$ cat src/cam_capture_pkg.sv
// Sizes are shrunk for simulation, and INTERLEAVED_FRAMES has to divide LINES_PER_FRAME evenly
package cam_capture_pkg;

    // ********************
    // Input conditioning
    // ********************

    // Flip-flop stages ahead of the three-deep vote buffer
    localparam int SYNC_STAGES = 4;
    // System clocks from the filtered pixel clock fall to the sample strobe, never below 1
    localparam int PIX_SAMPLE_DELAY = 2;
    localparam int PIXEL_WIDTH = 12;
    // Only the upper bits of each pixel are stored
    localparam int BYTE_WIDTH = 8;

    // ********************
    // Frame geometry
    // ********************

    localparam int PIXELS_PER_LINE = 8;
    localparam int LINES_PER_FRAME = 16;
    localparam int COUNT_WIDTH = 12;

    // Lines are taken in Bayer pairs, so the average stride equals the frame count
    localparam int INTERLEAVED_FRAMES = 2;
    localparam int INTERLEAVE_JUMP = 2 * INTERLEAVED_FRAMES - 1;
    localparam int LINES_PER_INTERLEAVED = LINES_PER_FRAME / INTERLEAVED_FRAMES;

    // ********************
    // Boot timing
    // ********************

    localparam int BOOT_CYCLES = 64;
    localparam int WAKE_CYCLES = 64;
    // Wide enough for either boot or wake interval
    localparam int STATE_TIMER_WIDTH = $clog2(BOOT_CYCLES + WAKE_CYCLES);

    // Camera pins as one word, so every bit sees the same delay
    typedef struct packed {
        logic                   pixclk;
        logic                   fv;
        logic                   lv;
        logic [PIXEL_WIDTH-1:0] data;
    } cam_bus_t;

    // Filtered levels, the sample strobe and the byte to store
    typedef struct packed {
        logic                  fv;
        logic                  lv;
        logic                  blank;
        logic                  out_of_frame;
        logic                  sample;
        logic [BYTE_WIDTH-1:0] pixel_byte;
    } cond_bus_t;

    // Position of the sensor within the current frame
    typedef struct packed {
        logic                   line_active;
        logic [COUNT_WIDTH-1:0] line_in_frame;
        logic [COUNT_WIDTH-1:0] prev_line;
        logic                   line_done;
    } line_pos_t;

endpackage

$ cat src/input_conditioner.sv
// Needs at least four system clocks per pixel clock phase so the three-deep vote settles in time
`timescale 1ns/1ps

module input_conditioner (
    input  logic                       clk,
    input  logic                       arst_n,
    input  cam_capture_pkg::cam_bus_t  cam,
    output cam_capture_pkg::cond_bus_t cond
);
    import cam_capture_pkg::*;

    // Pin word through the synchronizer chain
    cam_bus_t sync_q [SYNC_STAGES];
    // Three consecutive samples for the vote
    cam_bus_t vote_q [3];
    cam_bus_t vote;
    cam_bus_t vote_prev;
    cam_bus_t fell;
    logic     blank;
    logic [PIX_SAMPLE_DELAY-1:0] strobe_pipe;

    // ********************
    // Synchronizer chain
    // ********************

    // The whole bus shifts together, so data and pixel clock keep one fixed latency
    always_ff @(posedge clk or negedge arst_n) begin
        if (!arst_n) begin
            for (int i = 0; i < SYNC_STAGES; i++) begin
                sync_q[i] <= '0;
            end
            for (int i = 0; i < 3; i++) begin
                vote_q[i] <= '0;
            end
            vote_prev <= '0;
        end else begin
            sync_q[0] <= cam;
            for (int i = 1; i < SYNC_STAGES; i++) begin
                sync_q[i] <= sync_q[i-1];
            end
            vote_q[0] <= sync_q[SYNC_STAGES-1];
            vote_q[1] <= vote_q[0];
            vote_q[2] <= vote_q[1];
            // One word of history for the edge detectors
            vote_prev <= vote;
        end
    end

    // ********************
    // Vote and edges
    // ********************

    // Bitwise two-of-three majority drops any blip shorter than two clocks
    assign vote = (vote_q[2] & vote_q[1]) | (vote_q[2] & vote_q[0]) | (vote_q[1] & vote_q[0]);
    // Falling edges of every filtered bit, one clock wide
    assign fell = vote_prev & ~vote;

    // Data is held for several clocks after the pixel clock falls, so sample a little later
    always_ff @(posedge clk or negedge arst_n) begin
        if (!arst_n) begin
            strobe_pipe <= '0;
        end else begin
            strobe_pipe[0] <= fell.pixclk;
            for (int i = 1; i < PIX_SAMPLE_DELAY; i++) begin
                strobe_pipe[i] <= strobe_pipe[i-1];
            end
        end
    end

    // Blanking means all data bits read zero
    assign blank = (vote.data == '0);

    assign cond.fv = vote.fv;
    assign cond.lv = vote.lv;
    assign cond.blank = blank;
    // Frame gap only when every input agrees
    assign cond.out_of_frame = !vote.fv && !vote.lv && blank;
    assign cond.sample = strobe_pipe[PIX_SAMPLE_DELAY-1];
    assign cond.pixel_byte = vote.data[PIXEL_WIDTH-1 -: BYTE_WIDTH];

endmodule

$ cat src/line_tracker.sv
// Expects zero data during every blanking interval, since line ends and frame gaps are found that way
`timescale 1ns/1ps

module line_tracker (
    input  logic                       clk,
    input  logic                       arst_n,
    input  logic                       tracking,
    input  cam_capture_pkg::cond_bus_t cond,
    output cam_capture_pkg::line_pos_t pos
);
    import cam_capture_pkg::*;

    logic                   line_active;
    logic                   wait_line_end;
    logic [COUNT_WIDTH-1:0] pixel_count;
    logic [COUNT_WIDTH-1:0] line_in_frame;
    logic [COUNT_WIDTH-1:0] prev_line;
    logic                   can_advance;
    logic                   line_done;

    // ********************
    // Line state
    // ********************

    always_ff @(posedge clk or negedge arst_n) begin
        if (!arst_n) begin
            line_active   <= 1'b0;
            wait_line_end <= 1'b0;
            pixel_count   <= '0;
        end else if (!tracking) begin
            // Camera is not trusted yet, so hold everything clear
            line_active   <= 1'b0;
            wait_line_end <= 1'b0;
            pixel_count   <= '0;
        end else if (line_active) begin
            // A line closes only after a full line of pixels
            // Greater-or-equal lets an upset count still close the line
            if (pixel_count >= COUNT_WIDTH'(PIXELS_PER_LINE)) begin
                line_active   <= 1'b0;
                pixel_count   <= '0;
                // LV is probably still high here, so block re-entry into the same line
                wait_line_end <= 1'b1;
            end else if (cond.sample) begin
                pixel_count <= pixel_count + 1'b1;
            end
        end else begin
            if (!cond.lv && cond.blank) begin
                wait_line_end <= 1'b0;
            end
            if (cond.lv && !wait_line_end) begin
                line_active <= 1'b1;
            end
        end
    end

    // ********************
    // Line counter
    // ********************

    // The line number advances in the blanking after each line, never during one
    always_ff @(posedge clk or negedge arst_n) begin
        if (!arst_n) begin
            line_in_frame <= '0;
            prev_line     <= '0;
            can_advance   <= 1'b0;
            line_done     <= 1'b0;
        end else if (!tracking) begin
            line_in_frame <= '0;
            prev_line     <= '0;
            can_advance   <= 1'b0;
            line_done     <= 1'b0;
        end else begin
            line_done <= 1'b0;
            // Arm the advance once a line has really been entered
            if (line_active) begin
                can_advance <= 1'b1;
            end
            if (!line_active && !cond.lv && cond.blank && can_advance) begin
                can_advance   <= 1'b0;
                prev_line     <= line_in_frame;
                line_in_frame <= line_in_frame + 1'b1;
                line_done     <= 1'b1;
            end
            // Frame gap wins over the advance, and prev_line still gets the last line
            if (cond.out_of_frame && !line_active) begin
                prev_line     <= line_in_frame;
                line_in_frame <= '0;
            end
        end
    end

    assign pos.line_active   = line_active;
    assign pos.line_in_frame = line_in_frame;
    assign pos.prev_line     = prev_line;
    assign pos.line_done     = line_done;

endmodule

$ cat src/interleave_selector.sv
// Relies on INTERLEAVED_FRAMES dividing LINES_PER_FRAME, or the last pairs of lines get split
`timescale 1ns/1ps

module interleave_selector (
    input  logic                       clk,
    input  logic                       arst_n,
    input  logic                       streaming,
    input  cam_capture_pkg::cond_bus_t cond,
    input  cam_capture_pkg::line_pos_t pos,
    output logic                       keep_pixel,
    output logic                       all_done
);
    import cam_capture_pkg::*;

    // Three copies of the target line, so one upset cannot stall the capture
    logic [COUNT_WIDTH-1:0] target_q [3];
    logic [COUNT_WIDTH-1:0] target;
    logic [COUNT_WIDTH-1:0] next_target;
    logic [COUNT_WIDTH-1:0] restart_target;
    logic [COUNT_WIDTH-1:0] line_in_ilv;
    logic [COUNT_WIDTH-1:0] frame_idx;
    logic                   target_hit;

    // ********************
    // Target line
    // ********************

    assign target = (target_q[2] & target_q[1]) | (target_q[2] & target_q[0])
                  | (target_q[1] & target_q[0]);

    // Read two lines, then skip ahead, which keeps each Bayer pair whole
    always_comb begin
        if (!target[0]) begin
            next_target = target + 1'b1;
        end else if (target < COUNT_WIDTH'(LINES_PER_FRAME - INTERLEAVE_JUMP)) begin
            next_target = target + COUNT_WIDTH'(INTERLEAVE_JUMP);
        end else begin
            // Past the frame end, fall back to a line that earlier frames dropped
            next_target = target + COUNT_WIDTH'(INTERLEAVE_JUMP - INTERLEAVED_FRAMES + 1);
        end
    end

    // Each interleaved frame begins two lines further down than the one before
    assign restart_target = frame_idx + frame_idx + COUNT_WIDTH'(2);

    // The line that just finished was one of ours
    assign target_hit = pos.line_done && (pos.prev_line == target);

    always_ff @(posedge clk or negedge arst_n) begin
        if (!arst_n) begin
            for (int i = 0; i < 3; i++) begin
                target_q[i] <= '0;
            end
            line_in_ilv <= '0;
            frame_idx   <= '0;
            all_done    <= 1'b0;
        end else if (!streaming) begin
            // Start every image from line 0 of interleaved frame 0
            for (int i = 0; i < 3; i++) begin
                target_q[i] <= '0;
            end
            line_in_ilv <= '0;
            frame_idx   <= '0;
            all_done    <= 1'b0;
        end else if (target_hit) begin
            if (line_in_ilv >= COUNT_WIDTH'(LINES_PER_INTERLEAVED - 1)) begin
                line_in_ilv <= '0;
                if (frame_idx >= COUNT_WIDTH'(INTERLEAVED_FRAMES - 1)) begin
                    all_done <= 1'b1;
                end else begin
                    frame_idx <= frame_idx + 1'b1;
                    for (int i = 0; i < 3; i++) begin
                        target_q[i] <= restart_target;
                    end
                end
            end else begin
                line_in_ilv <= line_in_ilv + 1'b1;
                for (int i = 0; i < 3; i++) begin
                    target_q[i] <= next_target;
                end
            end
        end else if (cond.out_of_frame && (target >= COUNT_WIDTH'(LINES_PER_FRAME))) begin
            // Target can never match again, so close the image early in the frame gap
            all_done <= 1'b1;
        end
    end

    // Write enable for the whole selected line while streaming
    assign keep_pixel = pos.line_active && (pos.line_in_frame == target) && streaming;

endmodule

$ cat src/capture_fsm.sv
// Warm-up and start of capture wait on real frame gaps, so their latency follows the sensor
`timescale 1ns/1ps

module capture_fsm (
    input  logic                       clk,
    input  logic                       arst_n,
    input  logic                       request_image,
    input  logic                       all_done,
    input  cam_capture_pkg::cond_bus_t cond,
    output logic                       camera_reset_n,
    output logic                       tracking,
    output logic                       streaming
);
    import cam_capture_pkg::*;

    typedef enum logic [2:0] {
        ST_BOOT,
        ST_WAKE,
        ST_WAIT_FRAME_START,
        ST_WAIT_FRAME_END,
        ST_IDLE,
        ST_ARMED,
        ST_STREAMING
    } state_t;

    state_t                       state;
    state_t                       state_next;
    logic [STATE_TIMER_WIDTH-1:0] state_timer;

    // ********************
    // Next state
    // ********************

    always_comb begin
        state_next = state;
        case (state)
            ST_BOOT: begin
                if (state_timer == STATE_TIMER_WIDTH'(BOOT_CYCLES - 1)) begin
                    state_next = ST_WAKE;
                end
            end
            ST_WAKE: begin
                if (state_timer == STATE_TIMER_WIDTH'(WAKE_CYCLES - 1)) begin
                    state_next = ST_WAIT_FRAME_START;
                end
            end
            // Let one whole frame go by so tracking starts in a frame gap
            ST_WAIT_FRAME_START: begin
                if (cond.fv) begin
                    state_next = ST_WAIT_FRAME_END;
                end
            end
            ST_WAIT_FRAME_END: begin
                if (cond.out_of_frame) begin
                    state_next = ST_IDLE;
                end
            end
            ST_IDLE: begin
                if (request_image) begin
                    state_next = ST_ARMED;
                end
            end
            // Never start in the middle of a frame
            ST_ARMED: begin
                if (cond.out_of_frame) begin
                    state_next = ST_STREAMING;
                end
            end
            ST_STREAMING: begin
                if (all_done) begin
                    state_next = ST_IDLE;
                end
            end
            default: state_next = ST_BOOT;
        endcase
    end

    // Timer restarts on every state change and only runs while it is needed
    always_ff @(posedge clk or negedge arst_n) begin
        if (!arst_n) begin
            state       <= ST_BOOT;
            state_timer <= '0;
        end else begin
            state <= state_next;
            if (state_next != state) begin
                state_timer <= '0;
            end else if (state == ST_BOOT || state == ST_WAKE) begin
                state_timer <= state_timer + 1'b1;
            end
        end
    end

    // Camera stays in reset only during boot
    assign camera_reset_n = (state != ST_BOOT);
    assign tracking = (state == ST_IDLE) || (state == ST_ARMED) || (state == ST_STREAMING);
    assign streaming = (state == ST_STREAMING);

endmodule

$ cat src/camera_capture_top.sv
// No back-pressure exists, so a full FIFO downstream silently loses bytes
`timescale 1ns/1ps

module camera_capture_top (
    input  logic                                   clk,
    input  logic                                   arst_n,
    input  logic                                   pixel_clock,
    input  logic                                   fv,
    input  logic                                   lv,
    input  logic [cam_capture_pkg::PIXEL_WIDTH-1:0] pixel_in,
    input  logic                                   request_image,
    output logic                                   camera_reset_n,
    output logic [cam_capture_pkg::BYTE_WIDTH-1:0]  data_for_fifo,
    output logic                                   sample_pixel_pulse,
    output logic                                   keep_pixel,
    output logic                                   capturing
);
    import cam_capture_pkg::*;

    cam_bus_t  cam;
    cond_bus_t cond;
    line_pos_t pos;
    logic      tracking;
    logic      streaming;
    logic      all_done;

    // Camera pins travel as one word from here on
    assign cam = '{pixclk: pixel_clock, fv: fv, lv: lv, data: pixel_in};

    input_conditioner u_input_conditioner (
        .clk    (clk),
        .arst_n (arst_n),
        .cam    (cam),
        .cond   (cond)
    );

    line_tracker u_line_tracker (
        .clk      (clk),
        .arst_n   (arst_n),
        .tracking (tracking),
        .cond     (cond),
        .pos      (pos)
    );

    interleave_selector u_interleave_selector (
        .clk        (clk),
        .arst_n     (arst_n),
        .streaming  (streaming),
        .cond       (cond),
        .pos        (pos),
        .keep_pixel (keep_pixel),
        .all_done   (all_done)
    );

    capture_fsm u_capture_fsm (
        .clk            (clk),
        .arst_n         (arst_n),
        .request_image  (request_image),
        .all_done       (all_done),
        .cond           (cond),
        .camera_reset_n (camera_reset_n),
        .tracking       (tracking),
        .streaming      (streaming)
    );

    // A byte is written when the strobe and keep_pixel are high together
    assign data_for_fifo = cond.pixel_byte;
    assign sample_pixel_pulse = cond.sample;
    assign capturing = streaming;

endmodule

$ cat config.mk
export PLATFORM = sky130hd
export DESIGN_NAME = camera_capture_top
export DESIGN_NICKNAME = d
export VERILOG_FILES = /design/src/cam_capture_pkg.sv /design/src/input_conditioner.sv /design/src/line_tracker.sv /design/src/interleave_selector.sv /design/src/capture_fsm.sv /design/src/camera_capture_top.sv
export SDC_FILE = /design/constraint.sdc
export NUM_CORES = 1
export LEC_CHECK = 0
export BUFFER_PORTS_ARGS = -buffer_cell sky130_fd_sc_hd__buf_2
export CORE_MARGIN = 8
export CORE_UTILIZATION = 30
export DETAILED_ROUTE_END_ITERATION = 10
export MAX_ROUTING_LAYER = met4
export PLACE_DENSITY_LB_ADDON = 0.3
export REMOVE_ABC_BUFFERS = 1
export SYNTH_ARGS = -nofsm -noshare
export SYNTH_HDL_FRONTEND = slang
export SYNTH_SLANG_ARGS = --single-unit
$ cat constraint.sdc
create_clock -name clk -period 2.8 [get_ports clk]
set_input_delay 0.28 -clock clk [delete_from_list [all_inputs] [get_ports clk]]
set_output_delay 0.28 -clock clk [all_outputs]
set_load 0.01 [all_outputs]
==> impl_results.md <==
* Fillcell total at 2513
* Root Driver: clkbuf_16
* Power per cell area at 596 nW/um^2
* Post-DRT Antenna Nets at 0
* Startpoint types: flip-flop
* Share of layout cells above drive strength 1 at 14.7%
* Worst-path cell chain: inv_1 > nand3_1 > inv_1 > nand4_1 > nor4_1 > buf_2
* GRT Resource Usage Total at 10.9%
* CTS clock-pin slew for the worst setup and hold paths at 0.08 ns
* Post-Synthesis Cell Area at 7880 sq um
* Total die area at 31700 sq um
* CP required at 2.52 ns
* H-tree Lvls at 4
* Post-CTS sizing at 0
* Reg-to-Reg End: u_line_tracker.prev_line[10]
* Drt first pass iters at 4
* Area of the multi-input gates at 2730 sq um
* Synth Area per Inst at 11.9 sq um
* IO Pins at 30
* First-pass GRT wire length at 26900 microns
* Clk sink count at 195
* Worst hold endpoint: u_input_conditioner.vote_q[33]
* Seq/Total Area, Yosys at 61.9%
* Status: finished clean
* HP Start: u_input_conditioner.sync_q[3]
* Vias per cell at 4.87
* Core area at 25900 sq um
* Diode count at 0
* DR iter-0 viols at 308
* Final hold slack at 0.346 ns
* Die width at 178 microns
* Worst-Margin Slew at 0.759 ns
* Routed wire per std cell at 15.2 microns
* Leakage at 3.92 nW
* Final WL at 16000 microns
* Fin crit period at 2.53 ns
* Max IR drop VDD at 0.395 mV
* Clock Latency Late Sink at 0.44 ns
* Register area at 4880 sq um
* GPL Wtd Cong at 0.801
* Fmax at 0.395 GHz
* Ys flop type: dfrtp_1
* Post-synth ARST share at 100%
* EDFF count, synth at 0
* Largest fanout on the critical path at 8
* Via count at 5144
* Final TNS setup at 0 ns
* DRC at 0
* Hold Fails Final Rpt at 0
* TritonCTS clock tree: done
* Finish-stage setup viols at 0
* Overall die height at 178 microns
* Ys Warns at 0
* Min-Delay Path Class: reg -> reg
* # Max-Cap Violations at 0
* Synth unique cells at 67
* Hold Crit Depth at 0
* Clock buffer depth at 2
* Hpwl dp at 10600 microns
* FP Rows at 59
* Worst r2r src: u_input_conditioner.vote_q[35]
* Unrepaired setup endpoints after global routing: false
* Initial antenna violation count at 0
* Max incr delay on CP at 0.50 ns
* Post-Synthesis Cells at 660
* Cells on worst reg2reg path at 5
* Crit share post-route at 90.5%
* TritonCTS Buffers at 17
* Largest net degree at the start of global routing at 77
* Vias in the first global route at 5097
* Total Nets Final at 740
* Worst path most repeated cell: inv_1
* GRT overflow at 0
* Area grow syn2layout at 17.5%
* FF+latch count, synth at 195
* Final slew viol count at 0
* Initial Utilization at 30.4%
* WP data arrival at 2.25 ns
* Worst Setup Path Type: reg -> out
* IO Port Bufs at 29
* Element type at the critical path end: primary output
* Clock Skews at 0.0143 ns
* Crit-path slowest cell: nor4_1
* R2R Setup Slk at 0.41 ns
* Slew HR at 49.4%
==> cell usage after synthesis (7+ instances only) <==
library cell	n	share of area, %
o211ai_1	10	0.95
nand4_1	16	1.3
clkbuf_1	29	1.4
a21oi_1	30	1.9
buf_4	10	0.95
a22o_1	18	2.0
o21ai_0	20	1.3
nor2_1	38	1.8
or4_1	7	0.67
o31ai_1	9	0.86
dfrtp_1	195	62
a211oi_1	7	0.67
and3_1	16	1.3
nand3_1	22	1.4
nand2_1	40	1.9
o21a_1	10	0.95
xnor2_1	31	3.4
nor4_1	11	0.87
ha_1	13	2.1
inv_1	22	1.0
and2_1	14	1.1
==> metal layers <==
| layer | GRT usage, % | routed length [microns] |
|---|---|---|
| met1 | 14.3 | 7810 |
| met2 | 16.2 | 7420 |
| met5 | - | 0 |
| met4 | 4.83 | 380 |
| met3 | 2.27 | 427 |
==> area by class of cell <==
class,instances,share of cell area [%]
Clock inverter,14,2.00
Multi-Input combinational cell,401,29.4
Clock buffer,18,4.63
Inverter,22,0.891
Sequential cell,195,52.7
Timing Repair Buffer,72,5.85
Tap cell,335,4.52
==> critical path, delay by kind of cell, from the launching register on <==
kind | cells | cell delay, ns
buffers and inverters | 3 | 0.55
flip-flops | 1 | 0.47
AND/OR/NAND/NOR | 3 | 0.79
==> metrics by stage <==
| stage | instance area (sq um) | cells | total power (W) | utilization [%] | setup WS (ns) |
|---|---|---|---|---|---|
| after global routing | 9270 | 1057 | 0.00575 | 35.8 | 0.101 |
| after detailed placement | 8490 | 1009 | 0.00313 | 32.8 | 0.439 |
| after floorplan | 7680 | 618 | 0.00302 | - | 0.245 |
| final | 9270 | 1057 | 0.00553 | 35.8 | 0.266 |
| after CTS | 9270 | 1057 | 0.00563 | 35.8 | 0.205 |
| after global placement | 8490 | 1009 | 0.00312 | 32.8 | 0.484 |
==> how the worst max path moves through the flow <==
stage / from / end
global placement: u_input_conditioner.vote_q[34] / u_line_tracker.prev_line[10]
floorplan: u_interleave_selector.target_q[12] / u_interleave_selector.target_q[19]
CTS: u_capture_fsm.state[0] / keep_pixel
finish: u_capture_fsm.state[0] / keep_pixel
detailed placement: u_input_conditioner.vote_q[35] / u_line_tracker.prev_line[11]
global route: u_capture_fsm.state[0] / keep_pixel
==> registers in the layout, indices dropped and copies added (netlist names), 2 cells and up <==
signal	count
u_capture_fsm.state	3
u_capture_fsm.state_timer	7
u_input_conditioner.strobe_pipe	2
u_input_conditioner.sync_q	60
u_input_conditioner.vote_q	45
u_interleave_selector.frame_idx	12
u_interleave_selector.line_in_ilv	12
u_interleave_selector.target_q	12
u_line_tracker.line_in_frame	12
u_line_tracker.pixel_count	12
u_line_tracker.prev_line	12
==> placed cells by master (no fill, tap or decap), drive strengths merged, types with 6 or more instances in the layout <==
master,n
a211oi,7
a21oi,30
a22o,18
a31oi,6
and2,14
and3,16
buf,55
clkbuf,19
clkinv,8
dfrtp,195
dlygate4sd3,16
ha,13
inv,26
maj3,11
nand2,40
nand3,22
nand4,17
nor2,38
nor3,8
nor4,14
o211ai,10
o21a,10
o21ai,21
o221ai,6
o31ai,10
or4,7
xnor2,31
==> cell families after synthesis <==
family          synth area share [%]
fa+ha+maj                       3.56
mux                            0.270
xor+xnor                        3.89
flops                           61.9
simple gates                    13.8
buf+inv                         3.57
compound gates                  13.1
==> report_power, final <==
group / switching [W] / internal (W)
Sequential: 0.0000290 / 0.00289
Combinational: 0.0000996 / 0.0000584
Clock: 0.00123 / 0.00122
==> timing repair <==
action                                 CTS  global route
endpoints found under the hold margin   88             0
buffers inserted                         0             0
hold buffers                            16             0
Note: power is estimated with default switching activity, not from simulation.
